### src/eeprom_pkg.sv
`default_nettype none

package eeprom_pkg;

    // 24C16 type code, upper nibble of the control byte
    localparam logic [3:0] CTRL_DEVICE_CODE = 4'b1010;

    typedef struct packed {
        logic        write;   // 0 selects a random read
        logic [10:0] addr;    // bits 10..8 go out in the control byte
        logic [7:0]  wdata;
    } eeprom_req_t;

    typedef struct packed {
        logic [7:0] rdata;
        logic       nack;     // some master byte was not acknowledged
    } eeprom_rsp_t;

    typedef enum logic [1:0] {
        OP_START,             // also used for repeated start
        OP_STOP,
        OP_WRITE,
        OP_READ
    } bit_op_e;

    typedef struct packed {
        bit_op_e    op;
        logic [7:0] data;
        logic       master_ack;  // level driven in the ack slot of a read, 1 = nack
    } bit_cmd_t;

    typedef struct packed {
        logic [7:0] data;
        logic       ack;      // low when acknowledged
    } bit_rsp_t;

    typedef enum logic [3:0] {
        S_IDLE,
        S_START,
        S_CTRL_W,
        S_ADDR,
        S_DATA_W,
        S_RESTART,
        S_CTRL_R,
        S_DATA_R,
        S_STOP,
        S_DONE
    } seq_state_e;

endpackage

`default_nettype wire

### src/eeprom_ctrl_top.sv
`default_nettype none

module eeprom_ctrl_top #(
    parameter int CLK_DIV     = 4,   // clocks per quarter scl period
    parameter int NUM_CLIENTS = 2
) (
    input  logic                                       CLK,
    input  logic                                       RESET,
    input  logic [NUM_CLIENTS-1:0]                     req_valid,
    output logic [NUM_CLIENTS-1:0]                     req_ready,
    input  eeprom_pkg::eeprom_req_t [NUM_CLIENTS-1:0]  req,
    output logic [NUM_CLIENTS-1:0]                     rsp_valid,
    output eeprom_pkg::eeprom_rsp_t [NUM_CLIENTS-1:0]  rsp,
    output logic                                       scl,
    output logic                                       sda_drive_low,
    input  logic                                       sda_in
);
    import eeprom_pkg::*;

    logic        grant_valid;
    logic        grant_ready;
    eeprom_req_t grant_req;
    logic        done;
    eeprom_rsp_t done_rsp;
    logic        cmd_valid;
    logic        cmd_ready;
    bit_cmd_t    cmd;
    logic        res_valid;
    bit_rsp_t    res;

    request_arbiter #(
        .NUM_CLIENTS (NUM_CLIENTS)
    ) u_arbiter (
        .CLK         (CLK),
        .RESET       (RESET),
        .req_valid   (req_valid),
        .req_ready   (req_ready),
        .req         (req),
        .rsp_valid   (rsp_valid),
        .rsp         (rsp),
        .grant_valid (grant_valid),
        .grant_ready (grant_ready),
        .grant_req   (grant_req),
        .done        (done),
        .done_rsp    (done_rsp)
    );

    eeprom_sequencer u_sequencer (
        .CLK         (CLK),
        .RESET       (RESET),
        .grant_valid (grant_valid),
        .grant_ready (grant_ready),
        .grant_req   (grant_req),
        .done        (done),
        .done_rsp    (done_rsp),
        .cmd_valid   (cmd_valid),
        .cmd_ready   (cmd_ready),
        .cmd         (cmd),
        .res_valid   (res_valid),
        .res         (res)
    );

    i2c_bit_engine #(
        .CLK_DIV (CLK_DIV)
    ) u_bit_engine (
        .CLK           (CLK),
        .RESET         (RESET),
        .cmd_valid     (cmd_valid),
        .cmd_ready     (cmd_ready),
        .cmd           (cmd),
        .res_valid     (res_valid),
        .res           (res),
        .scl           (scl),
        .sda_drive_low (sda_drive_low),
        .sda_in        (sda_in)
    );

endmodule

`default_nettype wire

### src/eeprom_sequencer.sv
`default_nettype none

module eeprom_sequencer (
    input  logic                     CLK,
    input  logic                     RESET,
    input  logic                     grant_valid,
    output logic                     grant_ready,
    input  eeprom_pkg::eeprom_req_t  grant_req,
    output logic                     done,
    output eeprom_pkg::eeprom_rsp_t  done_rsp,
    output logic                     cmd_valid,
    input  logic                     cmd_ready,
    output eeprom_pkg::bit_cmd_t     cmd,
    input  logic                     res_valid,
    input  eeprom_pkg::bit_rsp_t     res
);
    import eeprom_pkg::*;

    seq_state_e  state;
    seq_state_e  state_next;
    eeprom_req_t req_q;
    logic        issued;     // command handed to the engine, waiting for res
    logic        nack;
    logic [7:0]  rdata;
    logic        accept;

    assign accept = grant_valid && grant_ready;

    always_comb
    begin
        state_next = state;
        case (state)
            S_IDLE:
                if (accept)
                    state_next = S_START;
            S_START:
                if (res_valid)
                    state_next = S_CTRL_W;
            S_CTRL_W:
                if (res_valid)
                    state_next = res.ack ? S_STOP : S_ADDR;
            S_ADDR:
                if (res_valid)
                begin
                    if (res.ack)
                        state_next = S_STOP;
                    else
                        state_next = req_q.write ? S_DATA_W : S_RESTART;
                end
            S_DATA_W:
                if (res_valid)
                    state_next = S_STOP;
            S_RESTART:
                if (res_valid)
                    state_next = S_CTRL_R;
            S_CTRL_R:
                if (res_valid)
                    state_next = res.ack ? S_STOP : S_DATA_R;
            S_DATA_R:
                if (res_valid)
                    state_next = S_STOP;
            S_STOP:
                if (res_valid)
                    state_next = S_DONE;
            default:
                state_next = S_IDLE;   // S_DONE lasts one cycle
        endcase
    end

    always_ff @(posedge CLK)
    begin
        if (RESET)
        begin
            state       <= S_IDLE;
            issued      <= 1'b0;
            grant_ready <= 1'b0;
        end
        else
        begin
            state       <= state_next;
            grant_ready <= (state_next == S_IDLE);
            if (res_valid)
                issued <= 1'b0;
            else if (cmd_valid && cmd_ready)
                issued <= 1'b1;
        end
    end

    always_ff @(posedge CLK)
    begin
        if (accept)
        begin
            req_q <= grant_req;
            nack  <= 1'b0;
            rdata <= 8'h00;
        end
        if (res_valid)
        begin
            // master sent bytes only, the read ack slot is our own nack
            if (res.ack && (state inside {S_CTRL_W, S_ADDR, S_DATA_W, S_CTRL_R}))
                nack <= 1'b1;
            if (state == S_DATA_R)
                rdata <= res.data;
        end
    end

    assign cmd_valid = (state != S_IDLE) && (state != S_DONE) && !issued;

    always_comb
    begin
        cmd.op         = OP_WRITE;
        cmd.data       = 8'h00;
        cmd.master_ack = 1'b1;      // nack after the single read byte
        case (state)
            S_START, S_RESTART:
                cmd.op = OP_START;
            S_CTRL_W:
                cmd.data = {CTRL_DEVICE_CODE, req_q.addr[10:8], 1'b0};
            S_ADDR:
                cmd.data = req_q.addr[7:0];
            S_DATA_W:
                cmd.data = req_q.wdata;
            S_CTRL_R:
                cmd.data = {CTRL_DEVICE_CODE, req_q.addr[10:8], 1'b1};
            S_DATA_R:
                cmd.op = OP_READ;
            S_STOP:
                cmd.op = OP_STOP;
            default:
                cmd.op = OP_WRITE;
        endcase
    end

    assign done           = (state == S_DONE);
    assign done_rsp.rdata = rdata;
    assign done_rsp.nack  = nack;

endmodule

`default_nettype wire

### src/i2c_bit_engine.sv
`default_nettype none

module i2c_bit_engine #(
    parameter int CLK_DIV = 4
) (
    input  logic                  CLK,
    input  logic                  RESET,
    input  logic                  cmd_valid,
    output logic                  cmd_ready,
    input  eeprom_pkg::bit_cmd_t  cmd,
    output logic                  res_valid,
    output eeprom_pkg::bit_rsp_t  res,
    output logic                  scl,
    output logic                  sda_drive_low,
    input  logic                  sda_in
);
    import eeprom_pkg::*;

    localparam int DIV_W = (CLK_DIV > 1) ? $clog2(CLK_DIV) : 1;

    typedef enum logic {
        ENG_IDLE,
        ENG_BUSY
    } eng_state_e;

    eng_state_e       state;
    logic [DIV_W-1:0] div_cnt;
    logic [1:0]       phase;     // quarter within the scl period
    logic [3:0]       bit_cnt;
    logic [3:0]       last_bit;
    bit_cmd_t         cur;
    logic [7:0]       shift;
    logic             smp;
    logic             sda_sync;
    logic             tick;
    logic             accept;
    logic             last_tick;
    logic             lvl_scl;
    logic             lvl_low;

    assign cmd_ready = (state == ENG_IDLE);
    assign accept    = cmd_valid && cmd_ready;
    assign tick      = (state == ENG_BUSY) && (div_cnt == DIV_W'(CLK_DIV - 1));
    assign last_tick = tick && (phase == 2'd3) && (bit_cnt == last_bit);

    always_comb
    begin
        case (cur.op)
            OP_START: last_bit = 4'd1;   // period 0 only for a repeated start
            OP_STOP:  last_bit = 4'd0;
            default:  last_bit = 4'd8;   // 8 data bits + ack
        endcase
    end

    // bus levels for the current quarter
    always_comb
    begin
        lvl_scl = (phase == 2'd1) || (phase == 2'd2);
        lvl_low = 1'b0;
        case (cur.op)
            OP_START:
            begin
                if (bit_cnt == 4'd0)
                    lvl_scl = (phase != 2'd0);   // free sda, then raise scl
                else
                begin
                    lvl_scl = (phase != 2'd3);
                    lvl_low = (phase != 2'd0);   // sda falls with scl high
                end
            end
            OP_STOP:
            begin
                lvl_scl = (phase != 2'd0);
                lvl_low = (phase < 2'd2);
            end
            OP_WRITE:
                lvl_low = (bit_cnt < 4'd8) ? ~shift[7] : 1'b0;
            default:
                lvl_low = (bit_cnt == 4'd8) ? ~cur.master_ack : 1'b0;
        endcase
    end

    always_ff @(posedge CLK)
    begin
        if (RESET)
        begin
            state         <= ENG_IDLE;
            res_valid     <= 1'b0;
            scl           <= 1'b1;
            sda_drive_low <= 1'b0;
            div_cnt       <= '0;
            phase         <= 2'd0;
            bit_cnt       <= 4'd0;
        end
        else
        begin
            res_valid <= last_tick;
            if (state == ENG_BUSY)
            begin
                scl           <= lvl_scl;
                sda_drive_low <= lvl_low;
                div_cnt       <= tick ? '0 : div_cnt + 1'b1;
            end
            if (accept)
            begin
                state   <= ENG_BUSY;
                div_cnt <= '0;
                phase   <= 2'd0;
                // fresh start skips the release period when scl is already high
                bit_cnt <= (cmd.op == OP_START && scl) ? 4'd1 : 4'd0;
            end
            else if (tick)
            begin
                phase <= phase + 2'd1;
                if (last_tick)
                    state <= ENG_IDLE;
                else if (phase == 2'd3)
                    bit_cnt <= bit_cnt + 4'd1;
            end
        end
    end

    always_ff @(posedge CLK)
    begin
        sda_sync <= sda_in;
        if (accept)
        begin
            cur   <= cmd;
            shift <= cmd.data;
        end
        if (tick && phase == 2'd1)
            smp <= sda_sync;                  // middle of scl high
        if (tick && phase == 2'd3 && bit_cnt < 4'd8)
            shift <= {shift[6:0], smp};
        if (last_tick)
        begin
            res.data <= shift;
            res.ack  <= smp;
        end
    end

endmodule

`default_nettype wire

### src/request_arbiter.sv
`default_nettype none

module request_arbiter #(
    parameter int NUM_CLIENTS = 2
) (
    input  logic                                       CLK,
    input  logic                                       RESET,
    input  logic [NUM_CLIENTS-1:0]                     req_valid,
    output logic [NUM_CLIENTS-1:0]                     req_ready,
    input  eeprom_pkg::eeprom_req_t [NUM_CLIENTS-1:0]  req,
    output logic [NUM_CLIENTS-1:0]                     rsp_valid,
    output eeprom_pkg::eeprom_rsp_t [NUM_CLIENTS-1:0]  rsp,
    output logic                                       grant_valid,
    input  logic                                       grant_ready,
    output eeprom_pkg::eeprom_req_t                    grant_req,
    input  logic                                       done,
    input  eeprom_pkg::eeprom_rsp_t                    done_rsp
);
    localparam int IDX_W = (NUM_CLIENTS > 1) ? $clog2(NUM_CLIENTS) : 1;

    logic             busy;
    logic [IDX_W-1:0] lock_idx;
    logic [IDX_W-1:0] rr_ptr;
    logic [IDX_W-1:0] sel_idx;
    logic             sel_found;

    // first valid client at or after the pointer
    always_comb
    begin
        int cand;
        sel_found = 1'b0;
        sel_idx   = rr_ptr;
        for (int k = 0; k < NUM_CLIENTS; k++)
        begin
            cand = int'(rr_ptr) + k;
            if (cand >= NUM_CLIENTS)
                cand = cand - NUM_CLIENTS;
            if (!sel_found && req_valid[cand])
            begin
                sel_found = 1'b1;
                sel_idx   = IDX_W'(cand);
            end
        end
    end

    assign grant_valid = !busy && sel_found;
    assign grant_req   = req[sel_idx];

    always_comb
    begin
        for (int i = 0; i < NUM_CLIENTS; i++)
        begin
            req_ready[i] = grant_valid && grant_ready && (sel_idx == IDX_W'(i));
            rsp_valid[i] = done && busy && (lock_idx == IDX_W'(i));
            rsp[i]       = (lock_idx == IDX_W'(i)) ? done_rsp : '0;
        end
    end

    always_ff @(posedge CLK)
    begin
        if (RESET)
        begin
            busy     <= 1'b0;
            lock_idx <= '0;
            rr_ptr   <= '0;
        end
        else if (grant_valid && grant_ready)
        begin
            busy     <= 1'b1;
            lock_idx <= sel_idx;
        end
        else if (done && busy)
        begin
            busy   <= 1'b0;
            rr_ptr <= (lock_idx == IDX_W'(NUM_CLIENTS - 1)) ? '0 : lock_idx + 1'b1;
        end
    end

endmodule

`default_nettype wire

### config.mk
export PLATFORM = sky130hd
export DESIGN_NAME = eeprom_ctrl_top
export DESIGN_NICKNAME = d
export VERILOG_FILES = /design/src/eeprom_pkg.sv /design/src/eeprom_ctrl_top.sv /design/src/eeprom_sequencer.sv /design/src/i2c_bit_engine.sv /design/src/request_arbiter.sv
export SDC_FILE = /design/constraint.sdc
export NUM_CORES = 1
export LEC_CHECK = 0
export BUFFER_PORTS_ARGS = -buffer_cell sky130_fd_sc_hd__buf_4
export CAP_MARGIN = 30
export CORE_ASPECT_RATIO = 0.7
export CORE_MARGIN = 4
export CORE_UTILIZATION = 50
export DETAILED_ROUTE_END_ITERATION = 7
export HOLD_SLACK_MARGIN = 0.08
export MAX_ROUTING_LAYER = met4
export PLACE_DENSITY_LB_ADDON = 0.25
export SYNTH_ARGS = -nofsm -noshare
export SYNTH_HDL_FRONTEND = slang
export SYNTH_HIERARCHICAL = 1
export SYNTH_SLANG_ARGS = --single-unit
### constraint.sdc
create_clock -name CLK -period 1.75 [get_ports CLK]
set_input_delay 0.4375 -clock CLK [delete_from_list [all_inputs] [get_ports CLK]]
set_output_delay 0.4375 -clock CLK [all_outputs]
set_load 0.005 [all_outputs]
After elaboration in Yosys (flattened, before gate mapping)
Index checks and enable logic that the tools add are counted.
{ "op_classes": {"n_addsub": 7, "n_lt_le_gt_ge": 7, "eq_ne": 19, "mux": 57, "bitwise_logic": 5, "n_reduce_logical": 42} }
{ "ops": {"columns": ["cell", "count"], "rows": [
  ["$lt 32x3->1 const B", 2],
  ["$mux 32", 2],
  ["$mux 4", 15],
  ["$mux 20", 2],
  ["$mux 8", 5],
  ["$ge 32x3->1 const B", 1],
  ["$pmux 4 s8", 1],
  ["$pmux 8 s4", 1],
  ["$sub 32x3->32 const B", 1],
  ["$mux 1", 24],
  ["$logic_and 1x1->1", 18],
  ["$mux 9", 2],
  ["$eq 4x3->1 const B", 4],
  ["$logic_not 4->1", 3],
  ["$reduce_bool 2->1", 6],
  ["$eq 2x2->1 const B", 4],
  ["$eq 4x2->1 const B", 2],
  ["$eq 4x4->1 const B", 2],
  ["$pmux 4 s2", 1],
  ["$reduce_bool 4->1", 2],
  ["$reduce_or 2->1", 4],
  ["$pmux 2 s3", 1],
  ["$not 1->1", 5],
  ["$add 2x1->2 const B", 2],
  ["22 further kinds", 27]
]} }
{ "word_totals": {"ff_bits": 71, "output_inout_bits": 24, "word_cells": 161} }

Depth between registers and ports, before layout
Gate-level depths: netlist of the first run.
{ "depth": {"depth_word": 14, "mapped_depth": 7, "mapped_depth_nobuf": 7} }

By module
Netlist of the first run, hierarchy kept.
{ "modules_own_cells": {"columns": ["mod", "instances", "cells_per_inst", "area_each_um2", "seq_area_each_um2"], "rows": [
  ["eeprom_sequencer", 1, 143, 1581.5, 900.9],
  ["i2c_bit_engine", 1, 116, 1453.9, 890.9],
  ["request_arbiter", 1, 65, 615.6, 60.1]
]} }

Worst setup path before layout of the first run
OpenSTA, ideal clock, no wires.
{ "synth_timing": {"path_type": "flip-flop to flip-flop", "start": "register u_bit_engine/cur[10] in the netlist's numbering", "end": "register u_bit_engine/res[0] (netlist name)", "setup_time_ps": 376, "arrival_time_ps": 1457, "required_ps": 1374, "path_slack_ps": -83, "stages_incl_launch_ff": 5, "path_cell_list": "edfxtp_1 buf_6 nor4_1 a22oi_1 nor2_1"} }
{ "synth_via": {"elab_chain_len": 4} }
{ "synth_lines": {"columns": ["element", "line", "source"], "rows": [
  ["start: declaration", "i2c_bit_engine.sv:31", "bit_cmd_t cur;"],
  ["start signal: assignment", "i2c_bit_engine.sv:128", "cur <= cmd;"],
  ["$eq 2x1->1 or $logic_not 2->1 (tied branches)", "i2c_bit_engine.sv:48", "case (cur.op)"],
  ["$pmux 4 s2 (*)", "i2c_bit_engine.sv:48", null],
  ["$eq 4x4->1 (*)", "i2c_bit_engine.sv:44", "assign last_tick = tick && (phase == 2'd3) && (bit_cnt == last_bit);"],
  ["$logic_and 1x1->1 (*)", "i2c_bit_engine.sv:44", null],
  ["via u_bit_engine.last_tick", "i2c_bit_engine.sv:37", "logic last_tick;"]
]} }
The timed path passes the listed nets; every way through them passes the cells marked *.
A chain may end at the register's enable or synchronous reset.

Worst setup path in the final report of the first run
{ "layout_timing": {"start": "register u_sequencer.state[0]", "end": "output port rsp_valid[0]"} }
{ "layout_via": {"elab_chain_len": 3} }
{ "layout_lines": {"columns": ["element", "line", "source"], "rows": [
  ["start: declaration", "eeprom_sequencer.sv:19", "seq_state_e state;"],
  ["start signal: assignment", "eeprom_sequencer.sv:80", "state <= state_next;"],
  ["$eq 4x4->1", "eeprom_sequencer.sv:134", "assign done = (state == S_DONE);"],
  ["via done", "eeprom_ctrl_top.sv:23", "logic done;"],
  ["$logic_and 1x1->1 (2 in a row)", "request_arbiter.sv:54", "rsp_valid[i] = done && busy && (lock_idx == IDX_W'(i));"],
  ["end: declaration", "eeprom_ctrl_top.sv:12", "output logic [NUM_CLIENTS-1:0] rsp_valid,"]
]} }
The timed path passes the listed nets, and every way through them passes these cells.

==> impl_metrics.py, run 1 <==
metrics = {
    "sta": {
        "final.setup.worst_slack_ps": -91.3,
        "clock.fmax_mhz": 543,
        "fin_crit_ps": 1840,
        "setup_viol": 3,
        "fin_crit_sh_pct": 105,
        "skew_ps": 5.25,
        "tns_ps": -168,
        "timing.hold.ws_ps": 196,
        "hold_viol_final": 0,
        "slew_violations": 0,
        "rsz0062_at_grt": "true",
    },
    "power": {
        "internal-power_mw": 2.85,
        "p_switching_mw": 0.850,
        "seqPwrFrac_pct": 52.8,
        "pwr-share-clk_pct": 34.8,
        "p_sw_share_pct": 23.0,
        "power.density_nw_per_um2": 776,
        "power.total_mw": 3.70,
        "peakVddDrop_mv": 0.499,
        "p_leak_nw": 2.00,
        "share_comb_of_total_power_pct": 12.4,
    },
    "run_status": {
        "violations": "negative setup slack",
        "status": "complete, but fails checks",
    },
    "finish": {
        "final-seq-area_sq_um": 1860,
        "utilization_pct": 68.9,
        "final.fill_count": 487,
        "area_delta_synth_final_pct": 30.5,
        "multiInputGateArea_sq_um": 1680,
        "layout_commonest_cell": "buf_4",
        "fin_cells": 521,
        "antenna_cells": 0,
        "drive_above_1_share_pct": 44.0,
        "layout.nets": 473,
        "final_cell_mix": "buf_4 (99), edfxtp_1 (41), dfxtp_1 (26), mux2_4 (20), nor2_1 (19)",
    },
    "route": {
        "viasPerCell": 5.22,
        "avgRoutedWirePerCell_um": 14.5,
        "route.detailed.drc": 0,
        "wl_um": 7560,
        "dr.first_iter.drc_count": 142,
        "vias": 2721,
        "ant_nets": 0,
        "first_pass_iters": 4,
    },
    "worst_setup_path": {
        "critPathRequiredTime_ps": 1310,
        "critPathKind": "reg2out",
        "rr_startpoint": "u_sequencer/state[0]",
        "critPathLaunchType": "flip-flop",
        "r2r_cells": 12,
        "crit_chain": "nor2b_4, nor2b_4, nand2_2, or2_4, inv_2, buf_6",
        "critPathSlowestCell": "dfxtp_2",
        "rr_endpoint": "u_arbiter/rr_ptr",
        "setup.worst_path.end_class": "output port",
        "crit_path_max_fanout": 2,
        "crit_top_cell": "nor2b_4",
        "r2r_slack_ps": -30,
        "cp_data_arrival_time_ps": 1400,
        "max_stage_delay_ps": 330,
    },
    "global_route": {
        "grt_overflow": 0,
        "grt_usage_pct": 18.9,
        "grt_pass1_vias": 2538,
        "grt_max_degree": 22,
        "antenna_found_initial": 0,
        "grt_pass1_wl_um": 12300,
    },
    "yosys": {
        "syn_nets": 375,
        "synth_area_sq_um": 3650,
        "syn_area_per_cell_sq_um": 11.3,
        "synth_edf_count": 41,
        "ys_dominant_reg_cell": "edfxtp_1",
        "synthArstFlopShare_pct": 0,
        "yosysSeqAreaShare_pct": 50.7,
        "yosysUniqueCellTypes": 57,
        "synthDominantCellAreaShare_pct": 33.7,
        "ys_warn_count": 6,
        "ys_seq_elements": 72,
        "synth_top_area_cell": "edfxtp_1",
        "synthTopCellsByArea": "edfxtp_1 (34%), dfxtp_1 (17%), mux2_4 (8.2%), nor2b_1 (2.9%), mux2_2 (2.5%)",
        "synth_cells": 324,
    },
    "floorplanning": {
        "initial_utilization_pct": 52.8,
        "die_y_um": 79.5,
        "core_area_sq_um": 6910,
        "rows": 25,
        "dieArea_sq_um": 8760,
        "die_x_um": 110,
        "ios": 69,
    },
    "cts": {
        "tritoncts": "done",
        "clockBufferDepth": 2,
        "clockRootBuffer": "clkbuf_8",
        "htree_levels": 3,
        "numCtsBuffers": 9,
        "path_clk_slew_ps": 70,
        "clock_latency_ps": 340,
        "holdBufCountCts": 0,
        "cts_sinks": 72,
    },
    "min_path": {
        "holdPathEnd": "u_bit_engine/sda_sync",
        "min_from": "sda_in",
        "hp-class": "in2reg",
        "min_path_cells": 1,
    },
    "place": {
        "io_buffers": 68,
        "placedCellCount": 495,
        "place.detailed.hpwl_um": 5580,
        "place.gp.congestion": 0.857,
    },
    "flow_run": {
        "cap_violations": 0,
    },
}
==> routing by layer <==
layer	track usage [%]	wire length [um]
met1	25.5	3500
met2	28.3	3350
met3	4.77	667
met4	5.66	54
met5	-	0
==> critical path: cells and delay by family, from the launching register on <==
family | cells | cell delay (ps)
flops | 1 | 330
buf+inv | 2 | 130
simple gates | 4 | 600
==> worst max-delay path by stage <==
stage | from | end | slack (ps)
4_1_cts | u_sequencer/state[0] | rsp_valid[0] | -110
3_3_place_gp | u_sequencer/state[0] | rsp_valid[0] | 40
6_report | u_sequencer/state[0] | rsp_valid[0] | -90
3_5_place_dp | u_sequencer/state[0] | rsp_valid[0] | 40
2_1_floorplan | req_valid[0] | u_sequencer/grant_ready | 0.5
5_1_grt | u_sequencer/state[0] | rsp_valid[0] | -180
==> cell usage after synthesis, types with 6 or more instances <==
library cell and count:
ha_1 6, nor2b_1 17, nand3_1 9, and2_1 10
nor3_1 7, nor2_1 21, inv_1 18, edfxtp_1 41
dfxtp_1 31, o21ai_2 8, mux2_4 20, nand2_1 18
a21oi_1 13, nand2b_1 9, mux2_2 8
==> through the flow <==
| step | setup WS (ps) | area, sq um |
|---|---|---|
| after global routing | -182 | 4770 |
| after floorplan | 0.464 | 3660 |
| after global placement | 37.2 | 4410 |
| after detailed placement | 40.2 | 4410 |
| after CTS | -110 | 4730 |
| final | -91.3 | 4770 |
==> kinds of logic after synthesis <==
family                   count (synthesis)  synth area share [%]
XOR/XNOR                                 5                  1.20
AO/OA/AOI/OAI                           52                  10.1
adder cells (fa/ha/maj)                  7                  2.36
AND/OR/NAND/NOR                        122                  19.0
flip-flops                              72                  50.7
other                                    1                 0.103
multiplexers                            30                  11.2
buffers and inverters                   35                  5.28
==> flip-flops by register name, summed over array words and instances (netlist names), 2 cells and up <==
name / count
u_bit_engine/bit_cnt: 4
u_bit_engine/cur: 3
u_bit_engine/div_cnt: 2
u_bit_engine/phase: 2
u_bit_engine/res: 9
u_bit_engine/shift: 8
u_sequencer/rdata: 8
u_sequencer/req_q: 20
u_sequencer/state: 4
==> cell type report <==
class	instances	area share, %
flip-flops and latches	72	39.0
repair buffers	104	17.5
well taps	94	2.47
inverters	18	1.50
clock buffers	11	2.97
clock inverters	5	1.21
multi-input cells	217	35.3
==> power by group through the flow <==
stage | clock [mW] | combinational [mW] | sequential, mW
after floorplan | 0 | 0.265 | 1.97
after global placement | 0 | 0.429 | 1.99
after detailed placement | 0 | 0.439 | 1.99
after CTS | 1.32 | 0.454 | 1.95
after global routing | 1.42 | 0.500 | 1.96
final | 1.29 | 0.458 | 1.95
==> timing repair <==
action / CTS / global route
pin swaps: 0 / 0
endpoints found under the setup margin: 2 / 35
buffers inserted: 9 / 1
gates resized for setup: 16 / 9
Note: power is estimated with default switching activity, not from simulation.
==> run 2, diff against run 1 <==
CORE_MARGIN = 3   (was 4)
SETUP_SLACK_MARGIN = 0.02   (was unset)
==> run 2 against run 1 <==
Against the previous run:
- the flow still finishes with violations (negative setup slack)
- via count shrank 0.48%
- sequential cell count is the same
- global-route usage shrank 0.28 points
- non-clock buffer count shrank 6
- core utilization shrank 0.49 points
- worst setup slack lost 21 ps
- sequential power is essentially flat
- final area shrank 0.71%
- die area shrank 4.3%
- largest cell class unchanged
==> impl_metrics.py, run 2 (synthesis results as in run 1) <==
metrics = {
    "finish": {
        "drive_above_1_share_pct": 43.2,
        "layout.nets": 467,
        "largest_register_ffs": 20,
        "utilization_pct": 68.5,
        "antenna_cells": 0,
        "area_delta_synth_final_pct": 29.6,
        "layout_top_registers": "u_sequencer/req_q (20), u_bit_engine/res (9)",
        "fin_cells": 515,
        "largest_register": "u_sequencer/req_q",
        "final_cell_mix": "buf_4 (92), edfxtp_1 (41), dfxtp_1 (25), mux2_4 (20), nor2_1 (19)",
        "layout_commonest_cell": "buf_4",
        "final.fill_count": 506,
    },
    "floorplanning": {
        "initial_utilization_pct": 52.8,
        "dieArea_sq_um": 8380,
        "die_x_um": 108,
        "die_y_um": 77.5,
        "core_area_sq_um": 6910,
        "ios": 69,
        "rows": 25,
    },
    "sta": {
        "skew_ps": 8.17,
        "rsz0062_at_grt": "true",
        "slew_violations": 0,
        "final.setup.worst_slack_ps": -112,
        "setup_viol": 2,
        "hold_viol_final": 0,
        "fin_crit_ps": 1860,
        "fin_crit_sh_pct": 106,
        "clock.fmax_mhz": 537,
    },
    "power": {
        "seqPwrFrac_pct": 51.6,
        "internal-power_mw": 2.90,
        "pwr-share-clk_pct": 36.2,
        "p_leak_nw": 1.98,
        "peakVddDrop_mv": 0.448,
        "share_comb_of_total_power_pct": 12.2,
        "p_switching_mw": 0.889,
        "p_sw_share_pct": 23.5,
        "power.density_nw_per_um2": 801,
    },
    "worst_setup_path": {
        "critPathSlowestCell": "dfxtp_2",
        "r2r_cells": 8,
        "cp_data_arrival_time_ps": 1420,
        "rr_endpoint": "u_bit_engine/shift[1]",
        "crit_top_cell": "nor2b_4",
        "r2r_slack_ps": 60,
        "max_stage_delay_ps": 340,
        "critPathTopFamily": "simple AND/OR/NAND/NOR gates",
        "critPathKind": "reg2out",
        "rr_startpoint": "u_sequencer/state[1]",
        "crit_chain": "nor2b_4, nor2b_4, nand2_2, or2_4, inv_2, buf_6",
        "crit_path_max_fanout": 2,
        "critPathLaunchType": "flip-flop",
        "critPathRequiredTime_ps": 1310,
        "setup.worst_path.end_class": "output port",
        "path_buf_inv": 2,
    },
    "route": {
        "route.detailed.drc": 0,
        "first_pass_iters": 4,
        "avgRoutedWirePerCell_um": 14.6,
        "ant_nets": 0,
        "wl_um": 7530,
        "viasPerCell": 5.26,
        "vias": 2708,
        "dr.first_iter.drc_count": 107,
    },
    "place": {
        "place.gp.congestion": 0.992,
        "io_buffers": 68,
        "place.detailed.hpwl_um": 5620,
        "placedCellCount": 496,
    },
    "run_status": {
        "status": "complete, but fails checks",
        "violations": "negative setup slack",
    },
    "cts": {
        "tritoncts": "done",
        "holdBufCountCts": 0,
        "numCtsBuffers": 9,
        "cts_sinks": 72,
        "clockBufferDepth": 2,
        "clock_latency_ps": 350,
        "clockRootBuffer": "clkbuf_8",
        "path_clk_slew_ps": 70,
        "htree_levels": 3,
    },
    "global_route": {
        "antenna_found_initial": 0,
        "grt_max_degree": 21,
        "grt_overflow": 0,
        "grt_pass1_wl_um": 11800,
        "grt_usage_pct": 18.6,
        "grt_pass1_vias": 2524,
    },
    "min_path": {
        "min_from": "sda_in",
        "min_path_cells": 1,
        "holdPathEnd": "u_bit_engine/sda_sync",
        "hp-class": "in2reg",
    },
    "flow_run": {
        "cap_violations": 0,
    },
}
[run 2: through the flow]
step	setup WS, ps	hold slack [ps]	setup TNS (ps)	instance area (sq um)	total power, mW
6_report	-112	194	-180	4730	3.79
5_1_grt	-208	172	-378	4730	3.95
3_3_place_gp	79.7	393	0	4410	2.41
4_1_cts	-107	175	-174	4690	3.81
3_5_place_dp	50.2	406	0	4410	2.43
2_1_floorplan	6.96	386	0	3670	2.24
[run 2: what timing repair did]
item | in CTS | in global routing
setup buffers | 3 | 0
endpoints found under the setup margin | 2 | 30
gates resized for setup | 15 | 13
[run 2: worst max path at each step]
stage                               to  slack (ps)  cells after the start            startpoint
2_1_floorplan  u_sequencer/grant_ready           7                      7          req_valid[0]
3_3_place_gp              rsp_valid[0]          80                      6  u_sequencer/state[0]
3_5_place_dp              rsp_valid[0]          50                      6  u_sequencer/state[0]
4_1_cts                   rsp_valid[0]        -110                      6  u_sequencer/state[0]
5_1_grt                   rsp_valid[0]        -210                      6  u_sequencer/state[0]
6_report                  rsp_valid[0]        -110                      6  u_sequencer/state[0]
[run 2: power groups by stage]
stage	Clock (mW)	Combinational, mW	Sequential, mW
2_1_floorplan	0	0.266	1.97
3_3_place_gp	0	0.425	1.99
3_5_place_dp	0	0.436	1.99
4_1_cts	1.41	0.450	1.95
5_1_grt	1.48	0.502	1.96
6_report	1.37	0.462	1.96
[run 2: layout make-up]
cell class                      instances  area, sq um  area share, %
Sequential cell                        72         1860           39.3
Multi-Input combinational cell        217         1680           35.6
Timing Repair Buffer                   98          785           16.6
Clock buffer                           10          149           3.15
Tap cell                               94          118           2.49
Inverter                               18         71.3           1.51
Clock inverter                          6         65.1           1.37
[run 2: routing by layer]
layer  global-route usage [%]  vias to the layer above  routed length (um)
met5                        -                        -                   0
met4                     5.93                        0                 116
met3                     5.40                       15                 559
met2                     27.5                      111                3330
met1                     24.8                     1247                3530
li1                         -                     1335                   -
